### config.mk
export PLATFORM = sky130hd
export DESIGN_NAME = Multiplier
export DESIGN_NICKNAME = d
export VERILOG_FILES = /design/src/hdl/ExecPkg.sv /design/src/hdl/Multiplier.sv
export SDC_FILE = /design/constraint.sdc
export NUM_CORES = 2
export LEC_CHECK = 0
export BUFFER_PORTS_ARGS = -buffer_cell sky130_fd_sc_hd__buf_2
export CORE_MARGIN = 2
export CORE_UTILIZATION = 40
export DETAILED_ROUTE_END_ITERATION = 16
export GPL_TIMING_DRIVEN = 0
export REMOVE_ABC_BUFFERS = 1
export SLEW_MARGIN = 10
export SYNTH_ARGS = -nofsm -noshare
export SYNTH_HDL_FRONTEND = slang
export SYNTH_SLANG_ARGS = --single-unit
### constraint.sdc
create_clock -name clk -period 10.14 [get_ports clk]
set_input_delay 1.521 -clock clk [delete_from_list [all_inputs] [get_ports clk]]
set_output_delay 1.521 -clock clk [all_outputs]
set_load 0.05 [all_outputs]
### src/hdl/ExecPkg.sv
`default_nettype none

package ExecPkg;

typedef logic [31:0] Word;
typedef logic [4:0] RegIdx;
typedef logic [6:0] SqN; // wraps, compare with isYounger only.

typedef enum logic [1:0] {
    FuAlu,
    FuMul,
    FuDiv
} FuType;

typedef enum logic [3:0] {
    AluAdd, AluSub, AluAnd, AluOr, AluXor,
    AluSll, AluSrl, AluSra, AluSlt, AluSltu
} AluOp;

typedef enum logic [1:0] {MulMul, MulMulh, MulMulhsu, MulMulhu} MulOp;

typedef enum logic [1:0] {DivDiv, DivDivu, DivRem, DivRemu} DivOp;

typedef struct packed {
    logic valid;
    FuType fu;
    logic [3:0] op; // cast to the unit's op enum.
    RegIdx srcA;
    RegIdx srcB;
    logic useImm;
    Word imm;
    RegIdx dst;
    SqN sqN;
} IssueUop;

typedef struct packed {
    logic valid;
    FuType fu;
    logic [3:0] op;
    Word a;
    Word b;
    RegIdx dst;
    SqN sqN;
    logic killed;
} ExecUop;

typedef struct packed {
    logic valid;
    logic killed;
    FuType fu;
    RegIdx dst;
    SqN sqN;
    Word result;
} ResultUop;

typedef struct packed {
    logic valid;
    SqN sqN;
} Flush;

typedef struct packed {
    logic valid;
    RegIdx dst;
    SqN sqN;
    Word result;
} WbOut;

localparam int AluLatency = 2; // operand read plus alu.

// a is younger than b.
function automatic logic isYounger(SqN a, SqN b);
    SqN diff;
    diff = a - b;
    return $signed(diff) > 0;
endfunction

function automatic logic flushHits(Flush f, SqN s);
    return f.valid && isYounger(s, f.sqN);
endfunction

endpackage

`default_nettype wire

### src/hdl/Multiplier.sv
`default_nettype none

module Multiplier
#(
    parameter int MulStages = 3
)
(
    input wire clk,
    input wire rst,

    input wire ExecPkg::ExecUop exec,
    input wire ExecPkg::Flush flush,

    output ExecPkg::ResultUop result
);

import ExecPkg::*;

ResultUop pipe[MulStages];
logic capture;
logic signA;
logic signB;
logic signed [32:0] opA;
logic signed [32:0] opB;
logic signed [65:0] product;
Word selected;

assign capture = exec.valid && exec.fu == FuMul;

always_comb begin
    case (MulOp'(exec.op[1:0]))
        MulMulhsu: begin
            signA = 1'b1;
            signB = 1'b0;
        end
        MulMulhu: begin
            signA = 1'b0;
            signB = 1'b0;
        end
        default: begin
            signA = 1'b1;
            signB = 1'b1;
        end
    endcase
    opA = {signA && exec.a[31], exec.a};
    opB = {signB && exec.b[31], exec.b};
    product = 66'(opA) * 66'(opB);
    selected = (MulOp'(exec.op[1:0]) == MulMul) ? product[31:0] : product[63:32];
end

always_ff @(posedge clk) begin
    if (capture) begin
        pipe[0].fu <= exec.fu;
        pipe[0].dst <= exec.dst;
        pipe[0].sqN <= exec.sqN;
        pipe[0].result <= selected;
    end
    for (int i = 1; i < MulStages; i++) begin
        pipe[i] <= pipe[i - 1];
        pipe[i].killed <= pipe[i - 1].killed || flushHits(flush, pipe[i - 1].sqN);
    end
    if (rst) begin
        for (int i = 0; i < MulStages; i++) begin
            pipe[i].valid <= 1'b0;
        end
    end
    else begin
        pipe[0].valid <= capture;
        pipe[0].killed <= exec.killed || flushHits(flush, exec.sqN);
    end
end

assign result = pipe[MulStages - 1];

endmodule

`default_nettype wire

-- After elaboration in Yosys (flattened, before gate mapping)
Memory sizes are Yosys's and may differ from the RTL's.
Index checks and enable logic that the tools add are counted.
- register bits: 0
- memory bits (writable): 144
- input port bits: 94
- output and inout bits: 48
- word-level logic and storage cells: 40
- memories kept: 1
- $add $sub $neg: 3
- $mul: 1
- order comparisons: 3
- equality and inequality tests: 3
- multiplexer cells: 13
- bitwise gates (word level): 5
- reduce and logical (&&, ||, !) cells: 11
- memory list (name ; depth ; bits a word ; read ports ; clocked after memory_dff ; write ports ; RTL line ; RTL):
    pipe ; 3 ; 48 ; 3 ; 0 ; 3 ; Multiplier.sv:19 ; ResultUop pipe[MulStages];
- operators with widths (kind ; number):
    multiplier 33 x 33 -> 64 bit ; 1
    two-way mux 32 bit ; 1
    > comparator 7 x 1 -> 1 bit (second input constant) ; 3
    subtractor 7 bit ; 3
    two-way mux 1 bit ; 12
    logical AND 1 bit ; 6
    == test 2 bit (second input constant) ; 2
    logical OR 1 bit ; 3
    == test 2 x 1 -> 1 bit (second input constant) ; 1
    logical NOT 2 bit ; 1
    bitwise OR 1 bit (first input constant) ; 2
    bitwise OR 1 bit (both inputs constant) ; 2
    OR reduction 2 bit ; 1
    bitwise OR 1 bit ; 1

-- Logic depth before layout (Yosys ltp)
- depth after elaboration: 6
- depth in mapped cells: 30
- depth with buffers taken out: 28

-- Least setup slack after synthesis
OpenSTA, ideal clock, no wires.
- path kind: input port to flip-flop
- start point: input port exec[76] (netlist bit)
- end point: memory pipe[0][27] (netlist bit), data pin
- setup time: 263 ps
- arrival: 9182 ps
- data required time: 9877 ps
- path slack: 695 ps
- stages on the path: 26
- path buffers: 2
- cells stage by stage: a21boi_0 -> clkbuf_1 -> nand2_1 -> inv_1 -> fa_1 -> fa_1 -> fa_1 -> fa_1 -> inv_1 -> fa_1 -> fa_1 -> fa_1 -> fa_1 -> inv_1 -> ha_1 -> clkbuf_1 -> a21oi_1 -> o21ai_0 -> nor3_1 -> nor2_1 -> a211oi_1 -> a311oi_1 -> or4_1 -> a31oi_1 -> xor2_1 -> o21ai_1
- RTL lines (element ; RTL line ; RTL):
    start: declaration ; Multiplier.sv:11 ; input wire ExecPkg::ExecUop exec,
    end: declaration ; Multiplier.sv:19 ;

==> flow_metrics.env <==
export IMPL_synth_top_area_share_pct=53.1
export IMPL_endpoint_kind="register"
export IMPL_ios=142
export IMPL_largest_reg_flops=144
export IMPL_cp_max_fo=33
export IMPL_reg2reg_slack_ns=7.65
export IMPL_crit_required_ns=10.28
export IMPL_multi_input_area_sq_um=33900
export IMPL_ys_ff_latch=144
export IMPL_placed_area_sq_um=43800
export IMPL_status="complete, but fails checks"
export IMPL_finalNonFillerCells=5818
export IMPL_drc=14
export IMPL_synthXorXnorAreaFrac_pct=1.89
export IMPL_placementRows=119
export IMPL_relSlewSlack_pct=32.8
export IMPL_r2r_start="pipe[0][33]$_DFFE_PP_"
export IMPL_hold_path_class="reg -> reg"
export IMPL_htreeDepth=4
export IMPL_dieHeight_microns=330
export IMPL_cts_sinks=144
export IMPL_yosys_area_share_adder_pct=59.8
export IMPL_layout_area_overhead_vs_synth_pct=4.94
export IMPL_yosysTopAreaCell="fa_1"
export IMPL_synth_compound_area_share_pct=3.85
export IMPL_r2r_end="pipe[0][94]$_DFF_P_"
export IMPL_ys_flop_type="dfxtp_1"
export IMPL_synth_top_family_by_area="adder cells"
export IMPL_grt_util_all_layers_pct=20.6
export IMPL_largest_register="pipe"
export IMPL_hold_viol=0
export IMPL_dp_cells=5780
export IMPL_nFillCells=10400
export IMPL_synth_area_per_cell_sq_um=9.40
export IMPL_synth_most_common_cell="fa_1"
export IMPL_start_util_pct=40.4
export IMPL_cp_endpoint="pipe[0][27]$_DFFE_PP_"
export IMPL_cts_buffers=17
export IMPL_finalCritPeriodShare_pct=97.0
export IMPL_root_buffer="clkbuf_16"
export IMPL_nets=5866
export IMPL_clock_path_buffers=2
export IMPL_rsz0062_at_grt="false"
export IMPL_clkLatencyLatePin_ns=0.45
export IMPL_seq_area_sq_um=3350
export IMPL_routed_via_density=4.99
export IMPL_finalMaxSlewViolations=0
export IMPL_synthCells=4525
export IMPL_synth_cell_types=62
export IMPL_worstPathArrival_ns=9.97
export IMPL_synthTopCellsByArea="fa_1, inv_1, nand2_1, ha_1, and2_1"
export IMPL_synthSimpleGateAreaFrac_pct=13.8
export IMPL_worstSetupStartpoint="exec[76]"
export IMPL_synth_edff_count=47
export IMPL_worstSetupPathType="in -> reg"
export IMPL_io_buffer_count=139
export IMPL_violations="DRC"
export IMPL_cp_start_kind="input pin"
export IMPL_cp_slowest_cell="fa_2"
export IMPL_grt_first_pass_wirelength_mm=175
export IMPL_maxCapViolCount=0
export IMPL_fmax_mhz=102
export IMPL_grt_max_degree=41
export IMPL_netlist_top_cells_count="fa_1, inv_1, nand2_1"
export IMPL_antenna_found_initial=1
export IMPL_diodes=0
export IMPL_synth_async_sr_flop_share_pct=0
export IMPL_synth_warnings=0
export IMPL_stdcell_area_sq_um=44600
export IMPL_drive_above_1_share_pct=4.95
export IMPL_drtIter0Drc=1520
export IMPL_first_pass_iters=11
export IMPL_clk_pin_slew_ns=0.08
export IMPL_floorplan_die_area_sq_um=109000
export IMPL_critPathMaxStageDelay_ns=0.69
export IMPL_wl_per_cell_microns=18.3
export IMPL_cts_tree="done"
export IMPL_grt_remaining_overflow=0
export IMPL_vias=29100
export IMPL_synth_seq_area_share_pct=7.88
export IMPL_finalClockSkew_ns=0.0158
export IMPL_synthMuxAreaShare_pct=0.0471
export IMPL_drtAntennaViolNets=0
export IMPL_reg2reg_depth=10
export IMPL_critPathMostFrequentCell="fa_1"
export IMPL_die_w_microns=330
export IMPL_netlist_area_sq_um=42500
export IMPL_tightest_slew_ns=1.01
export IMPL_dp_hpwl_mm=86.6
export IMPL_setup_viol=0
export IMPL_reg_top3="pipe (144)"
export IMPL_first_global_vias=31600
export IMPL_core_area_sq_um=105000
export IMPL_routed_wl_mm=107
export IMPL_fin_crit_ns=9.84
export IMPL_ctsHoldBuffers=0
export IMPL_gp_congestion=0.898
metrics by stage:
step           utilization [%]  setup TNS (ns)  hold slack [ns]  worst slack (ns)
6_report                  42.4               0            0.325             0.305
5_1_grt                   42.4               0            0.333           0.00642
4_1_cts                   42.2               0            0.327           0.00785
3_5_place_dp              41.6           -9.47            0.312             -1.54
3_3_place_gp              41.5          -95.98            0.310             -4.62
2_1_floorplan                -          -0.332            0.310            -0.195
routing by layer:
| metal | part of all wire (%) | global-route usage [%] |
|---|---|---|
| met5 | 0 | 0 |
| met4 | 1.9 | 4.01 |
| met3 | 5.6 | 2.03 |
| met2 | 49 | 35.2 |
| met1 | 43 | 28.7 |
worst max-delay path, delay by kind of cell:
kind	cells	cell delay, ns
compound gates	5	1.09
simple gates	5	1.29
buf+inv	6	0.96
xor+xnor	1	0.31
fa+ha+maj	9	4.73
cells in the final DEF (no fill, tap or decap), types with 15 or more instances in the layout:
cell          n
fa_1       1125
inv_1      1101
nand2_1     791
and2_1      324
ha_1        229
buf_2       121
a21oi_1     100
dfxtp_1      97
nor2_1       72
xnor2_1      58
edfxtp_1     47
o21ai_0      45
xor2_1       33
a21o_1       32
o21bai_1     17
clkbuf_16    17
clkbuf_4     16
nand4_1      15
kinds of logic after synthesis:
kind of cell | count (synthesis)
buf+inv | 1382
fa+ha+maj | 1358
simple gates | 1288
compound gates | 259
flops | 144
xor+xnor | 92
mux | 2
worst min path at each step:
stage | startpoint | end | slack (ns) | cells after the start
2_1_floorplan | pipe[0][52]$_DFF_P_ | pipe[0][100]$_DFF_P_ | 0.31 | 0
3_3_place_gp | pipe[0][93]$_DFF_P_ | pipe[0][141]$_DFF_P_ | 0.31 | 0
3_5_place_dp | pipe[0][69]$_DFF_P_ | pipe[0][117]$_DFF_P_ | 0.31 | 0
4_1_cts | pipe[0][68]$_DFF_P_ | pipe[0][116]$_DFF_P_ | 0.33 | 0
5_1_grt | pipe[0][69]$_DFF_P_ | pipe[0][117]$_DFF_P_ | 0.33 | 0
6_report | pipe[0][68]$_DFF_P_ | pipe[0][116]$_DFF_P_ | 0.32 | 0
layout make-up:
class,count,area share [%]
flip-flops and latches,144,7.51
inverters,1104,9.31
well taps,1391,3.90
clock inverters,15,0.398
repair buffers,148,1.98
clock buffers,17,0.953
multi-input cells,2999,76.0
timing repair:
action / 4_1_cts / 5_1_grt
pin swaps: 0 / 2
resized for setup: 8 / 27
hold endpoints to repair: 0 / 0
endpoints found under the setup margin: 7 / 6
buffers inserted: 3 / 3
cloned: 0 / 0
Power is not shown: default switching activity piles up to over one toggle a cycle in this logic, so the estimate is an artifact.
