==> src/hdl/ExecPkg.sv <==
`default_nettype none

package ExecPkg;

typedef logic [31:0] Word;
typedef logic [4:0] RegIdx;
typedef logic [6:0] SqN; // wraps, compare with isYounger only.

typedef enum logic [1:0] {
    FuAlu,
    FuMul,
    FuDiv
} FuType;

typedef enum logic [3:0] {
    AluAdd, AluSub, AluAnd, AluOr, AluXor,
    AluSll, AluSrl, AluSra, AluSlt, AluSltu
} AluOp;

typedef enum logic [1:0] {MulMul, MulMulh, MulMulhsu, MulMulhu} MulOp;

typedef enum logic [1:0] {DivDiv, DivDivu, DivRem, DivRemu} DivOp;

typedef struct packed {
    logic valid;
    FuType fu;
    logic [3:0] op; // cast to the unit's op enum.
    RegIdx srcA;
    RegIdx srcB;
    logic useImm;
    Word imm;
    RegIdx dst;
    SqN sqN;
} IssueUop;

typedef struct packed {
    logic valid;
    FuType fu;
    logic [3:0] op;
    Word a;
    Word b;
    RegIdx dst;
    SqN sqN;
    logic killed;
} ExecUop;

typedef struct packed {
    logic valid;
    logic killed;
    FuType fu;
    RegIdx dst;
    SqN sqN;
    Word result;
} ResultUop;

typedef struct packed {
    logic valid;
    SqN sqN;
} Flush;

typedef struct packed {
    logic valid;
    RegIdx dst;
    SqN sqN;
    Word result;
} WbOut;

localparam int AluLatency = 2; // operand read plus alu.

// a is younger than b.
function automatic logic isYounger(SqN a, SqN b);
    SqN diff;
    diff = a - b;
    return $signed(diff) > 0;
endfunction

function automatic logic flushHits(Flush f, SqN s);
    return f.valid && isYounger(s, f.sqN);
endfunction

endpackage

`default_nettype wire

==> src/hdl/Divider.sv <==
`default_nettype none

module Divider
(
    input wire clk,
    input wire rst,

    input wire ExecPkg::ExecUop exec,
    input wire ExecPkg::Flush flush,
    input wire wbFree,

    output ExecPkg::ResultUop result
);

import ExecPkg::*;

typedef enum logic [1:0] {Idle, Run, Finish, Hold} DivState;

DivState state;
logic capture;
logic isSigned;
logic isRem;
logic negQ;
logic negR;
logic killed;
RegIdx dst;
SqN sqN;
Word divisor;
Word quo; // dividend shifts out as quotient shifts in.
Word rem;
Word value;
logic [4:0] count;
logic [33:0] trial;

assign capture = (state == Idle) && exec.valid && exec.fu == FuDiv;
assign isSigned = (DivOp'(exec.op[1:0]) == DivDiv) || (DivOp'(exec.op[1:0]) == DivRem);
assign trial = {1'b0, rem, quo[31]} - {2'b0, divisor};

always_ff @(posedge clk) begin
    if (capture) begin
        isRem <= exec.op[1];
        negQ <= isSigned && (exec.a[31] ^ exec.b[31]) && exec.b != '0; // /0 stays all ones.
        negR <= isSigned && exec.a[31];
        quo <= (isSigned && exec.a[31]) ? -exec.a : exec.a;
        divisor <= (isSigned && exec.b[31]) ? -exec.b : exec.b;
        rem <= '0;
        count <= 5'd31;
        dst <= exec.dst;
        sqN <= exec.sqN;
        killed <= exec.killed || flushHits(flush, exec.sqN);
    end
    else begin
        killed <= killed || flushHits(flush, sqN);
    end
    if (state == Run) begin
        if (!trial[33]) begin
            rem <= trial[31:0];
            quo <= {quo[30:0], 1'b1};
        end
        else begin
            rem <= {rem[30:0], quo[31]};
            quo <= {quo[30:0], 1'b0};
        end
        count <= count - 5'd1;
    end
    if (state == Finish)
        value <= isRem ? (negR ? -rem : rem) : (negQ ? -quo : quo);

    if (rst) state <= Idle;
    else begin
        unique case (state)
            Idle: if (capture) state <= Run;
            Run: if (count == '0) state <= Finish;
            Finish: state <= Hold;
            Hold: if (wbFree) state <= Idle; // waits out alu and mul results.
        endcase
    end
end

always_comb begin
    result.valid = (state == Hold) && wbFree;
    result.killed = killed;
    result.fu = FuDiv;
    result.dst = dst;
    result.sqN = sqN;
    result.result = value;
end

divOnlyWhenIdle: assert property (@(posedge clk) disable iff (rst)
    exec.valid && exec.fu == FuDiv |-> state == Idle)
    else $error("div arrived while the divider was busy");

endmodule

`default_nettype wire

==> config.mk <==
export PLATFORM = sky130hd
export DESIGN_NAME = Divider
export DESIGN_NICKNAME = d
export VERILOG_FILES = /design/src/hdl/ExecPkg.sv /design/src/hdl/Divider.sv
export SDC_FILE = /design/constraint.sdc
export NUM_CORES = 1
export LEC_CHECK = 0
export ABC_AREA = 1
export BUFFER_PORTS_ARGS = -buffer_cell sky130_fd_sc_hd__buf_2
export CORE_ASPECT_RATIO = 0.8
export CORE_MARGIN = 10
export CORE_UTILIZATION = 40
export DETAILED_ROUTE_END_ITERATION = 6
export GPL_TIMING_DRIVEN = 0
export PLACE_DENSITY_LB_ADDON = 0.1
export SYNTH_ARGS = -nofsm -noshare
export SYNTH_HDL_FRONTEND = slang
export SYNTH_SLANG_ARGS = --single-unit
==> constraint.sdc <==
create_clock -name clk -period 4.9 [get_ports clk]
set_clock_uncertainty 0.1 [all_clocks]
set_input_delay 0.245 -clock clk [delete_from_list [all_inputs] [get_ports clk]]
set_output_delay 0.245 -clock clk [all_outputs]
set_load 0.01 [all_outputs]
# == Yosys cells after proc, flatten, opt, wreduce, memory -nomap -nowiden ==
# Index checks and enable logic that the tools add are counted.
# op_classes
addsub,8
order_cmp,2
eq_ne,8
mux,18
n_bitwise,1
reduce_logical,18
# ops
cell,count
$mux 32,10
$neg 32->32,4
$sub 33x32->34,1
$reduce_bool 32->1,1
$gt 7x1->1 const B,2
$sub 7x7->7,2
$mux 5,2
$logic_and 1x1->1,9
$eq 2x2->1 const B,4
$pmux 2 s4,1
$mux 2,3
$logic_not 5->1,1
$sub 5x1->5 const B,1
$logic_not 2->1,2
$ne 2x2->1 const B,2
$logic_or 1x1->1,3
$reduce_and 3->1,1
$eq 2x1->1 const B,1
$mux 1,2
$ne 2x1->1 const B,1
$reduce_bool 2->1,1
$xor 1x1->1,1
# totals
ff_bits,151
input_bits,95
out_inout_bits,48
word_cells,67

# == Logic depth before layout (Yosys ltp) ==
# logic_depth
word_depth,6
mapped_depth,16
ltp_nobuf,16

# == Worst setup path before layout ==
# Ideal clock, no wire load.
# synth_path
path_type,register to register
from,register state[1]
to,register count[0] (enable)
setup_time_ns,0.429
arrival_time_ns,2.712
required_time_ns,4.371
setup_slack_ns,1.659
stages_incl_launch_ff,7
n_path_buf,2
cell_sequence,dfxtp_1 -> inv_1 -> ha_1 -> clkbuf_1 -> clkinv_1 -> clkbuf_1 -> nand2_1
# synth_via
elab_chain_cells,4
elab_cells_between_ends,5
cone_classes,eq/ne: 1; reduce/logical: 4
# synth_lines
element,line_no,text
"start, declared",Divider.sv:19,DivState state;
"start signal, assigned",Divider.sv:69,if (rst) state <= Idle;
"start signal, assigned",Divider.sv:72,Idle: if (capture) state <= Run;
"start signal, assigned",Divider.sv:73,Run: if (count == '0) state <= Finish;
$logic_not 2->1,Divider.sv:35,assign capture = (state == Idle) && exec.valid && exec.fu == FuDiv;
$logic_and 1x1->1 (2 in series),Divider.sv:35,
$reduce_bool 2->1 (no line) *,--,
"end signal, assigned",Divider.sv:64,count <= count - 5'd1;
"end, declared",Divider.sv:32,logic [4:0] count;
# Mark *: on every way between the ends. The rest lies on a longest branch, timed or not.
# A chain may end at the register's enable or synchronous reset.

# == Final worst setup path ==
# layout_path
from,register state[1]
to,register rem[3] (enable)
# layout_via
elab_chain_cells,4
elab_cells_between_ends,5
cone_classes,eq/ne: 1; reduce/logical: 4
# layout_lines
element,line_no,text
$logic_not 2->1,Divider.sv:35,
$logic_and 1x1->1 (2 in series),Divider.sv:35,
$reduce_bool 2->1 (no line) *,--,
"end signal, assigned",Divider.sv:57,rem <= trial[31:0];
"end signal, assigned",Divider.sv:61,"rem <= {rem[30:0], quo[31]};"
"end, declared",Divider.sv:30,Word rem;
# Marked as above.

==> run_results.csv <==
group,metric,value,unit
run_status,status,"complete, no violations",
power,ir_worst_vdd,0.0003513,V
route,viasPerCell,5.099,
setup_path,reg2reg_from,"state[1]",
die,start_util,40.68,%
route,firstDrtPassIters,5,
setup_path,worst_r2r_endpoint,"rem[3]",
grt,grt_pass1_wl,68.37,mm
min_path,hold_class,"in -> reg",
place,gp_congestion,0.9213,
sta,post-route-period-util,62.26,%
yosys,yosys.area.top_type_share,34.69,%
die,die_x,220.1,um
yosys,ys_ff_latch,151,
route,drt-total-wl,44.89,mm
yosys,synth_edf_count,148,
flow_run,cap_violations,0,
finish,final_common_cell,"nand2_1",
cts,cts.sinks,151,
setup_path,timing.critical_path.to_type,"flip-flop",
yosys,synth_top_area_cell,"edfxtp_1",
sta,whs,20.86,ps
sta,slew-limit-headroom,39.83,%
place,placed_cell_area,14080,um2
setup_path,timing.critical_path.arrival,3060,ps
cts,clockBufferDepth,2,
die,rows,58,
die,core,31500,um2
finish,antenna_cells,0,
setup_path,crit_type,"reg -> reg",
yosys,ys_warn_count,0,
finish,final_cell_mix,"nand2_1, inv_1, nor2_1",
place,place_hpwl,37.07,mm
finish,syn2layout_area_growth,16.05,%
min_path,whs_endpoint,"divisor[26]",
power,p_leak,7.354,nW
min_path,worstHoldStart,"exec[39]",
route,drt-initial-drc-count,1291,
yosys,synth_cell_types,46,
finish,stdcell_area,14870,um2
setup_path,reg2reg_slack,1850,ps
power,clock_power_share,21.6,%
power,seq_power_share,33.7,%
setup_path,r2r_cells,7,
setup_path,start_kind,"flip-flop",
finish,final_core_util,47.20,%
cts,cts_tree,"built",
power,p_comb_share,44.7,%
route,num_vias,12880,
setup_path,cp.required,4910,ps
route,wl_per_cell,17.76,um
setup_path,crit_fanout,64,
yosys,async_flop_share,0,%
place,place_ws,1873,ps
die,dieArea,39630,um2
yosys,syn_avg_cell_area,6.679,um2
power,p_int,0.003656,W
finish,drive_gt1_share,9.872,%
cts,cts_buffers,17,
cts,htreeDepth,4,
sta,rsz0062_at_grt,"no",
yosys,syn-cell-area,12810,um2
grt,antenna_found_initial,1,
setup_path,cp_slowest_cell,"clkinv_1",
grt,grt_pass1_vias,11860,
yosys,synthTopCellsByArea,"edfxtp_1, nand2_1, inv_1, nand3_1, nor2_1",
finish,fin_nets,2246,
setup_path,crit_top_cell,"clkbuf_1",
route,drc_errors,0,
sta,hold_viol_final,0,
yosys,synth_ff_type,"edfxtp_1",
sta,drv_slew,0,
grt,grt_overflow,0,
die,die_y,180.1,um
sta,setup_tns,0,ps
power,p_sw_share,44.27,%
power,switching_power,0.002904,W
sta,finalSetupViolations,0,
yosys,ys_seq_area_share,35.16,%
yosys,syn-num-nets,2070,
power,p_per_area,441.3,nW/um2
min_path,min_path_cells,3,
sta,clock.fmax,327.8,MHz
cts,cts.clk_slew.worst_paths,70,ps
cts,clock-root-buffer,"clkbuf_16",
setup_path,critPathMaxStageDelay,520,ps
route,ant_nets,0,
sta,worst_pin_slew,902.6,ps
place,io_buffers,138,
sta,timing.final.ws_setup,1849,ps
grt,grt_use_total,22.28,%
grt,grt_max_degree,65,
setup_path,path_cells,"inv_1, ha_1, clkbuf_1, clkinv_1, clkbuf_1, nand2_4, buf_16",
yosys,synth_cells,1918,
die,io-pin-count,143,
cts,insertion_delay,450,ps
sta,min_period,3051,ps
-- what timing repair did --
action	CTS	global route
hold buffers	17	0
endpoints found under the hold margin	18	0
gates resized for setup	0	0
buffers inserted	0	0
-- power by group through the flow --
stage | Sequential, W | Clock (W) | Combinational, W
finish | 0.00221 | 0.00142 | 0.00293
floorplan | 0.00215 | 0 | 0.00197
global route | 0.00225 | 0.00150 | 0.00331
detailed placement | 0.00223 | 0 | 0.00287
global placement | 0.00226 | 0 | 0.00281
CTS | 0.00221 | 0.00144 | 0.00290
-- flip-flops by register name, summed over array words and instances, names as in the netlist, 2 cells and up --
name and count:
divisor 32, rem 32, dst 5, value 32
state 2, count 5, sqN 7, quo 32
-- worst max-delay path: cells and delay by family (launching register included) --
family	cells	cell delay, ps
adder cells (fa/ha/maj)	1	150
buffers and inverters	5	1810
flip-flops	1	330
AND/OR/NAND/NOR	1	260
-- worst max path at each step --
stage / slack, ps / end / depth (start not counted) / startpoint
floorplan: 1660 / count[0] / 6 / state[1]
global placement: 80 / rem[3] / 6 / state[1]
detailed placement: 1870 / rem[3] / 7 / state[1]
CTS: 1840 / rem[3] / 7 / state[1]
global route: 1610 / rem[3] / 7 / state[1]
finish: 1850 / rem[3] / 7 / state[1]
-- cells by family after synthesis --
| logic type | count (synthesis) | synth area share (%) |
|---|---|---|
| buf+inv | 360 | 10.83 |
| xor+xnor | 59 | 4.034 |
| simple gates | 1091 | 35.80 |
| flops | 151 | 35.16 |
| compound gates | 198 | 8.370 |
| fa+ha+maj | 57 | 5.743 |
| other cells | 2 | 0.05862 |
-- layer usage --
| layer | GRT usage, % | vias up | wire, um |
|---|---|---|---|
| met5 | 0 | - | 0 |
| met4 | 2.954 | 0 | 179 |
| met3 | 5.000 | 8 | 3680 |
| met2 | 29.60 | 400 | 17290 |
| met1 | 35.74 | 5951 | 23730 |
| li1 | - | 6525 | - |
-- per-stage QoR --
stage	power (W)	std cells
floorplan	0.004113	1918
global placement	0.005074	2476
detailed placement	0.005106	2478
CTS	0.006556	2527
global route	0.007059	2527
finish	0.006561	2527
-- synthesized netlist by cell type, types with 2 or more instances --
| cell type | count |
|---|---|
| a211oi_1 | 2 |
| a21o_1 | 4 |
| a21oi_1 | 66 |
| a31oi_1 | 5 |
| and2_1 | 5 |
| and3_1 | 2 |
| buf_1 | 5 |
| buf_2 | 2 |
| buf_4 | 5 |
| buf_6 | 2 |
| clkbuf_1 | 25 |
| conb_1 | 2 |
| dfxtp_1 | 3 |
| edfxtp_1 | 148 |
| fa_1 | 3 |
| ha_1 | 54 |
| inv_1 | 317 |
| inv_2 | 3 |
| nand2_1 | 614 |
| nand2_2 | 4 |
| nand2_4 | 3 |
| nand3_1 | 190 |
| nand3_2 | 2 |
| nand3b_1 | 4 |
| nand4_1 | 30 |
| nor2_1 | 191 |
| nor2_2 | 3 |
| nor2_4 | 3 |
| nor3_1 | 29 |
| nor3b_1 | 2 |
| o211ai_1 | 8 |
| o21ai_0 | 98 |
| o21ai_1 | 2 |
| o21bai_1 | 2 |
| o22ai_1 | 3 |
| o31ai_1 | 5 |
| or2_2 | 6 |
| xnor2_1 | 8 |
| xor2_1 | 51 |
-- area by class of cell --
cell class / count / area (um2)
inverter: 321 / 1205
sequential: 151 / 4504
tap: 420 / 525.5
fill: 3307 / 16630
clock inverter: 12 / 175.2
clock buffer: 20 / 436.7
timing repair buffer: 157 / 908.4
buffer: 39 / 182.7
multi-input combinational: 1407 / 6929
Note: power is estimated with default switching activity, not from simulation.
