<file path="src/hdl/ExecPkg.sv">
`default_nettype none

package ExecPkg;

typedef logic [31:0] Word;
typedef logic [4:0] RegIdx;
typedef logic [6:0] SqN; // wraps, compare with isYounger only.

typedef enum logic [1:0] {
    FuAlu,
    FuMul,
    FuDiv
} FuType;

typedef enum logic [3:0] {
    AluAdd, AluSub, AluAnd, AluOr, AluXor,
    AluSll, AluSrl, AluSra, AluSlt, AluSltu
} AluOp;

typedef enum logic [1:0] {MulMul, MulMulh, MulMulhsu, MulMulhu} MulOp;

typedef enum logic [1:0] {DivDiv, DivDivu, DivRem, DivRemu} DivOp;

typedef struct packed {
    logic valid;
    FuType fu;
    logic [3:0] op; // cast to the unit's op enum.
    RegIdx srcA;
    RegIdx srcB;
    logic useImm;
    Word imm;
    RegIdx dst;
    SqN sqN;
} IssueUop;

typedef struct packed {
    logic valid;
    FuType fu;
    logic [3:0] op;
    Word a;
    Word b;
    RegIdx dst;
    SqN sqN;
    logic killed;
} ExecUop;

typedef struct packed {
    logic valid;
    logic killed;
    FuType fu;
    RegIdx dst;
    SqN sqN;
    Word result;
} ResultUop;

typedef struct packed {
    logic valid;
    SqN sqN;
} Flush;

typedef struct packed {
    logic valid;
    RegIdx dst;
    SqN sqN;
    Word result;
} WbOut;

localparam int AluLatency = 2; // operand read plus alu.

// a is younger than b.
function automatic logic isYounger(SqN a, SqN b);
    SqN diff;
    diff = a - b;
    return $signed(diff) > 0;
endfunction

function automatic logic flushHits(Flush f, SqN s);
    return f.valid && isYounger(s, f.sqN);
endfunction

endpackage

`default_nettype wire

</file>
<file path="src/hdl/IssueGate.sv">
`default_nettype none

module IssueGate
#(
    parameter int MulStages = 3
)
(
    input wire clk,
    input wire rst,

    input wire ExecPkg::IssueUop issue,
    input wire ExecPkg::ResultUop released,
    output logic ready
);

import ExecPkg::*;

// bit j set means the writeback slot j edges ahead is taken.
localparam int SlotBits = MulStages + 1;

logic [31:0] pending;
logic [31:0] nextPending;
logic [SlotBits:1] slotResv;
logic [SlotBits:1] nextSlot;
logic divToken;

logic accept;
logic srcBusy;
logic dstBusy;
logic slotBusy;
logic divBusy;

always_comb begin
    srcBusy = pending[issue.srcA] || (!issue.useImm && pending[issue.srcB]);
    dstBusy = pending[issue.dst];
    divBusy = (issue.fu == FuDiv) && divToken;
    slotBusy = 1'b0;
    if (issue.fu == FuAlu) slotBusy = slotResv[AluLatency];
    else if (issue.fu == FuMul) slotBusy = slotResv[SlotBits];
    ready = !(srcBusy || dstBusy || slotBusy || divBusy);
end

assign accept = issue.valid && ready;

always_comb begin
    nextPending = pending;
    if (released.valid && released.dst != '0)
        nextPending[released.dst] = 1'b0;
    if (accept && issue.dst != '0)
        nextPending[issue.dst] = 1'b1;
end

always_comb begin
    nextSlot = {1'b0, slotResv[SlotBits:2]};
    if (accept && issue.fu == FuAlu) nextSlot[AluLatency - 1] = 1'b1;
    if (accept && issue.fu == FuMul) nextSlot[SlotBits - 1] = 1'b1;
end

always_ff @(posedge clk) begin
    if (rst) begin
        pending <= '0;
        slotResv <= '0;
        divToken <= 1'b0;
    end
    else begin
        pending <= nextPending;
        slotResv <= nextSlot;
        if (accept && issue.fu == FuDiv)
            divToken <= 1'b1;
        else if (released.valid && released.fu == FuDiv)
            divToken <= 1'b0; // held until the divide leaves, even killed.
    end
end

releaseWasPending: assert property (@(posedge clk) disable iff (rst)
    released.valid && released.dst != '0 |-> pending[released.dst])
    else $error("release of r%0d without a pending entry", released.dst);

endmodule

`default_nettype wire

</file>
<file path="config.mk">
export PLATFORM = sky130hd
export DESIGN_NAME = IssueGate
export DESIGN_NICKNAME = d
export VERILOG_FILES = /design/src/hdl/ExecPkg.sv /design/src/hdl/IssueGate.sv
export SDC_FILE = /design/constraint.sdc
export NUM_CORES = 1
export LEC_CHECK = 0
export BUFFER_PORTS_ARGS = -buffer_cell sky130_fd_sc_hd__buf_2
export CAP_MARGIN = 40
export CORE_ASPECT_RATIO = 0.9
export CORE_UTILIZATION = 49
export CTS_BUF_LIST = sky130_fd_sc_hd__clkbuf_4
export CTS_CLUSTER_DIAMETER = 150
export DETAILED_ROUTE_END_ITERATION = 16
export HOLD_SLACK_MARGIN = 0.12
export PLACE_DENSITY = 0.83
export SETUP_SLACK_MARGIN = 0.1
export SLEW_MARGIN = 20
export SYNTH_ARGS = -nofsm -noshare
export SYNTH_HDL_FRONTEND = slang
export SYNTH_SLANG_ARGS = --single-unit
</file>
<file path="constraint.sdc">
create_clock -name clk -period 5.7 [get_ports clk]
set_input_delay 1.425 -clock clk [delete_from_list [all_inputs] [get_ports clk]]
set_output_delay 1.425 -clock clk [all_outputs]
set_load 0.05 [all_outputs]
</file>
# Yosys cells after proc, flatten, opt, wreduce, memory -nomap -nowiden
# Cells that the tools add are included.
# word_totals
register_bits	37
latch_bits	0
ramBits	0
romBits	0
input_bits	112
output_inout_bits	1
n_memories	0
# classes
addsub	0
n_mul	0
n_div	0
order_cmp	6
eq_ne	3
shifts	0
mux	18
bitwise	3
n_reduce_logical	21
# ops
cell	count
$mux 32	2
$and 32x32->32	1
$not 32->32	1
$or 32x32->32	1
$lt 5x6->1 const B	4
$bmux 1 s5	3
$logic_and 1x1->1	11
$mux 1	11
$demux 1 s5	2
$ge 5x1->1 const B	2
$reduce_bool 5->1	2
$eq 2x2->1 const B	2
$logic_or 1x1->1	4
$eq 2x1->1 const B	1
$logic_not 1->1	2
$logic_not 2->1	1
$reduce_bool 2->1	1

# Depth between registers and ports, before layout
# Gate-level depths: netlist of the first run.
# logic_depth
word_depth	11
depth_mapped	9
mapped_depth_nobuf	5

# Least setup slack after synthesis of the first run
# No wires, ideal clock.
# synth_timing
path_kind	input -> output
start	in issue[8] (netlist name)
end	out ready
arrival_time_ps	4140
required_ps	4275
slack_ps	135
stages	9
path_buffers	4
cell_sequence	clkbuf_1 -> buf_1 -> mux2i_1 -> o32ai_1 -> a2111o_1 -> or4_1 -> buf_6 -> buf_6 -> nor2_1
# synth_via
elab_chain_cells	6
# synth_lines
element	line_no	text
start: declaration	IssueGate.sv:11	input wire ExecPkg::IssueUop issue,
$bmux 1 s5	IssueGate.sv:35	dstBusy = pending[issue.dst];
$mux 1 (not written as such)	IssueGate.sv:35	
$logic_or 1x1->1 (3 in series)	IssueGate.sv:40	ready = !(srcBusy || dstBusy || slotBusy || divBusy);
$logic_not 1->1	IssueGate.sv:40	
end: declaration	IssueGate.sv:13	output logic ready
# Every way passes these cells. The select of a mux whose other input is x is not followed.

# Worst setup path in the final report of the first run
# Same ends and word-level chain as after synthesis.

==> results of run 1 <==
==> critical path, cell delays in order <==
cell,delay (ps)
buf_2,350
mux2i_1,320
o22ai_1,110
a2111o_1,450
or4_1,570
nor2_1,230
buf_2,310
==> registers in the layout (all words and copies together), names as in the netlist <==
name / flops
divToken: 1
pending: 32
slotResv: 2
==> final timing paths <==
path / startpoint / endpoint / slack, ps / cells past startpoint
worst max-delay path: issue[8] / ready / 500 / 7
worst min-delay path: slotResv[3] / slotResv[2] / 450 / 1
worst max register to register: pending[31] / pending[1] / 2950 / 6
worst min register to register: slotResv[3] / slotResv[2] / 450 / 1
==> layout make-up <==
type | instances | area [µm²]
Clock inverter | 2 | 7.51
Tap cell | 65 | 81.3
Timing Repair Buffer | 32 | 168
Fill cell | 471 | 2180
Multi-Input combinational cell | 206 | 1760
Inverter | 2 | 7.51
Sequential cell | 35 | 701
Clock buffer | 6 | 45.0
==> routing by layer <==
metal	vias to the layer above	part of all wire	wire [µm]	GRT usage
met1	1138	0.43	3160	0.388
met4	0	0.016	118	0.0864
met3	12	0.11	819	0.0684
li1	1104	-	-	-
met2	152	0.44	3280	0.414
met5	-	0	0	0
==> stage by stage <==
step | area [µm²] | power (W) | util
after floorplan | 2590 | 0.000316 | -
after global placement | 2720 | 0.000342 | 0.549
after detailed placement | 2720 | 0.000343 | 0.549
after CTS | 2770 | 0.000473 | 0.559
after global routing | 2770 | 0.000494 | 0.559
final | 2770 | 0.000473 | 0.559
==> layout by cell type, fill, tap and decap left out, drive strengths merged <==
cell type and n:
a2111o 1, a2111oi 2, a22oi 1, and2 2
and3 1, buf 32, clkbuf 6, clkinv 2
dfxtp 35, inv 2, mux2 5, mux2i 11
mux4 17, nand2 20, nand2b 6, nand3 11
nand3b 26, nand4 2, nand4b 3, nor2 4
nor2b 25, nor3 5, nor3b 2, o211ai 1
o21ai 13, o221a 1, o221ai 1, o22ai 4
o2bb2ai 1, o311a 1, o31ai 2, o32ai 2
o41ai 32, or3 1, or3b 2, or4 1
==> where the power goes <==
part           internal, W  switching [W]  leakage [nW]
logic            0.0000319      0.0000574         0.672
clock network    0.0000505      0.0000836        0.0307
registers         0.000247     0.00000294         0.282
==> cells by family after synthesis <==
kind of cell           count (synthesis)  share of synthesized area
flip-flops                            35                      0.270
AO/OA/AOI/OAI                         62                      0.199
AND/OR/NAND/NOR                      111                      0.256
multiplexers                          33                      0.221
buffers and inverters                 27                     0.0541
==> impl_metrics.tcl, run 1 <==
set metrics [dict create \
    p_leak_nw 0.985 \
    dp_hpwl_um 5300 \
    io_buffers 29 \
    synth_top_area_share 0.270 \
    synth_area_mm2 0.00259 \
    first_pass_iters 7 \
    place_congestion 0.922 \
    placed_cells_incl_taps 340 \
    area_delta_synth_final_pct 6.95 \
    drc 0 \
    viasPerCell 6.91 \
    worstMarginPinSlew_ps 757 \
    cp-end-kind "output pin" \
    slew_viol_final 0 \
    ir_drop_mv 0.154 \
    synth-seq-cells 35 \
    synth_area_per_cell_um2 9.67 \
    synth_area_leaders "dfxtp_1, mux4_2, o41ai_1, nand3b_1, mux4_1" \
    powerDensity_mw_per_mm2 171 \
    period_needed_ps 5200 \
    core_area_mm2 0.00495 \
    synth.distinct_cells 39 \
    cts_buffers 5 \
    tritoncts "built" \
    fin_nets 394 \
    placementRows 24 \
    drt_iter0_drc 275 \
    io_pins 113 \
    synth_fp_nets 380 \
    first_global_vias 2280 \
    final_hold_viol_count 0 \
    synth_common_cells "dfxtp_1, o41ai_1, nand3b_1" \
    yosysMostFrequentCell "dfxtp_1" \
    die_y_um 71.0 \
    synth_flop_cell "dfxtp_1" \
    n_antenna_cell 0 \
    period_share 0.913 \
    timing.hold.ws_ps 449 \
    async_flop_share 0 \
    yosys.area.top_type "dfxtp_1" \
    wl_um 7380 \
    drive_gt1_frac 0.216 \
    antenna_found_initial 0 \
    cts_resized 0 \
    crit_required_ps 4280 \
    cts_root_buffer "clkbuf_4" \
    groute.usage.overall 0.275 \
    cts.reportedPaths.clkPinSlew_ps 100 \
    max_freq_ghz 0.192 \
    instances_no_fill 348 \
    wire_per_inst_um 21.2 \
    vias 2406 \
    hold_path.class "flop to flop" \
    postSynthCellCount 268 \
    htreeDepth 2 \
    tns_ps 0 \
    place_ws_ps 540 \
    skew_ps 4.85 \
    clockBufferDepth 2 \
    yosysSeqAreaShare 0.270 \
    ys_warn_count 0 \
    setup_ws_ps 498 \
    dieWidth_um 78.7 \
    drv_cap 0 \
    post_cts_buffers 0 \
    setup_violations 0 \
    status "finished, final reports clean" \
    synth_edf_count 0 \
    dieArea_mm2 0.00558 \
    worst-path-max-fanout 15 \
    relSlewSlack 0.482 \
    path_class "primary input to output pin" \
    grt_first_pass_wirelength_um 11700 \
    grt_max_degree 36 \
    floorplan.initialDensity 0.523 \
    rsz0062_at_grt "no" \
    cts_hold_buf 0 \
    gr-total-overflow 0 \
    cp.arrival_ps 3780 \
    start_kind "primary input" \
    antenna_left 0 \
    clock_latency_ps 340 \
    cts.sinks 35 \
]
Power figures use the tool's default switching activity.
==> inputs of run 2 (changes only) <==
- CELL_PAD_IN_SITES_DETAIL_PLACEMENT: not set -> 1
- CELL_PAD_IN_SITES_GLOBAL_PLACEMENT: not set -> 2
- CORE_UTILIZATION: 49 -> 28
==> impl_metrics.tcl, run 2 (synthesized netlist as in run 1, its figures left out) <==
set metrics [dict create \
    placementRows 32 \
    final_hold_viol_count 0 \
    relSlewSlack 0.495 \
    clock_latency_ps 350 \
    dieArea_mm2 0.00964 \
    cts.reportedPaths.clkPinSlew_ps 110 \
    dieWidth_um 103 \
    cpLargestDelayFamily "simple AND/OR/NAND/NOR gates" \
    io_buffers 29 \
    fin_nets 394 \
    start_kind "primary input" \
    max_freq_ghz 0.194 \
    drc 0 \
    io_pins 113 \
    post_dp_cell_area_mm2 0.00279 \
    htreeDepth 2 \
    grt_first_pass_wirelength_um 13300 \
    layout_commonest_cell "dfxtp_1" \
    worstMarginPinSlew_ps 739 \
    crit_chain "buf_2, mux4_2, and3_1, a2111o_1, or4_1, nor2_1, buf_2" \
    cp.arrival_ps 3730 \
    first_global_vias 2356 \
    final_cell_mix "dfxtp_1, buf_2, o41ai_1" \
    tns_ps 0 \
    ir_drop_mv 0.0582 \
    drv_cap 0 \
    powerDensity_mw_per_mm2 167 \
    groute.usage.overall 0.187 \
    setup_violations 0 \
    max_stage_delay_ps 600 \
    tritoncts "built" \
    placed_cells_incl_taps 394 \
    instances_no_fill 401 \
    rsz0062_at_grt "no" \
    drive_gt1_frac 0.216 \
    antenna_found_initial 0 \
    viasPerCell 5.88 \
    antenna_left 0 \
    largest_register "pending" \
    critPathSlowestCell "or4_1" \
    slew_viol_final 0 \
    core_area_mm2 0.00877 \
    status "finished, final reports clean" \
    cts_resized 0 \
    post_cts_buffers 0 \
    grt_max_degree 36 \
    gr-total-overflow 0 \
    largestRegisters "pending (32), slotResv (2), divToken (1)" \
    die_y_um 93.3 \
    critPathBufInv 2 \
    first_pass_iters 4 \
    utilization 0.323 \
    floorplan.initialDensity 0.296 \
    wl_um 8500 \
    p_leak_nw 0.983 \
    cts.sinks 35 \
    area_delta_synth_final_pct 9.32 \
    wire_per_inst_um 21.2 \
    drt_iter0_drc 147 \
    skew_ps 13.2 \
    largest_register_ffs 32 \
    period_needed_ps 5150 \
    r2r_start "pending[30]" \
    crit_top_cell "buf_2" \
    n_antenna_cell 0 \
    dp_hpwl_um 6330 \
    path_class "primary input to output pin" \
    place_congestion 0.807 \
    cp-end-kind "output pin" \
    hold_path.class "flop to flop" \
    vias 2359 \
    worst-path-max-fanout 2 \
    cts_buffers 5 \
    period_share 0.904 \
    startpoint "issue[50]" \
    cts_root_buffer "clkbuf_4" \
    postLayoutCellArea_mm2 0.00283 \
    crit_required_ps 4280 \
    hp-start "slotResv[3]" \
    cts_hold_buf 0 \
    clockBufferDepth 2 \
]
-- run 2: cell types whose count changed in the layout (fill, tap and decap cells not counted), sizes merged --
cell and delta:
clkbuf -1
-- run 2: stage by stage --
stage                     total power (W)  hold slack (ps)  worst slack (ps)
after global routing             0.000493              476               486
after floorplan                  0.000316              414               135
after global placement           0.000344              422               538
final                            0.000474              452               547
after CTS                        0.000478              460               546
after detailed placement         0.000346              433               563
-- run 2: worst paths after layout --
path	end	slack, ps	depth (start not counted)
setup / recovery	ready	550	7
hold / removal	slotResv[2]	450	1
setup reg to reg	pending[25]	2870	6
hold reg to reg	slotResv[2]	450	1
-- run 2: worst register-to-register path, stage by stage, from the launching register on --
cell and delay [ps]:
dfxtp_1 360, mux4_2 460, and3_1 210, a2111o_1 400, or4_1 600, buf_4 290
o41ai_1 400
-- run 2: where the power goes --
| part | total [W] | internal [W] | leakage, nW | switching [W] |
|---|---|---|---|---|
| registers | 0.000250 | 0.000247 | 0.282 | 0.00000316 |
| logic | 0.0000908 | 0.0000319 | 0.672 | 0.0000588 |
| clock network | 0.000133 | 0.0000437 | 0.0285 | 0.0000895 |
-- run 2: final cells by class --
class / instances / area, µm²
sequential: 35 / 701
clock inverter: 2 / 8.76
multi-input combinational: 206 / 1760
fill: 1030 / 5940
tap: 119 / 149
inverter: 2 / 7.51
clock buffer: 5 / 37.5
timing repair buffer: 32 / 168
-- run 2: metal layers --
layer,up-vias,global-route usage,share of wire
met5,-,0,0
met1,1190,0.282,0.48
met3,9,0.0306,0.063
met2,58,0.274,0.44
met4,0,0.0446,0.0093
li1,1102,-,-
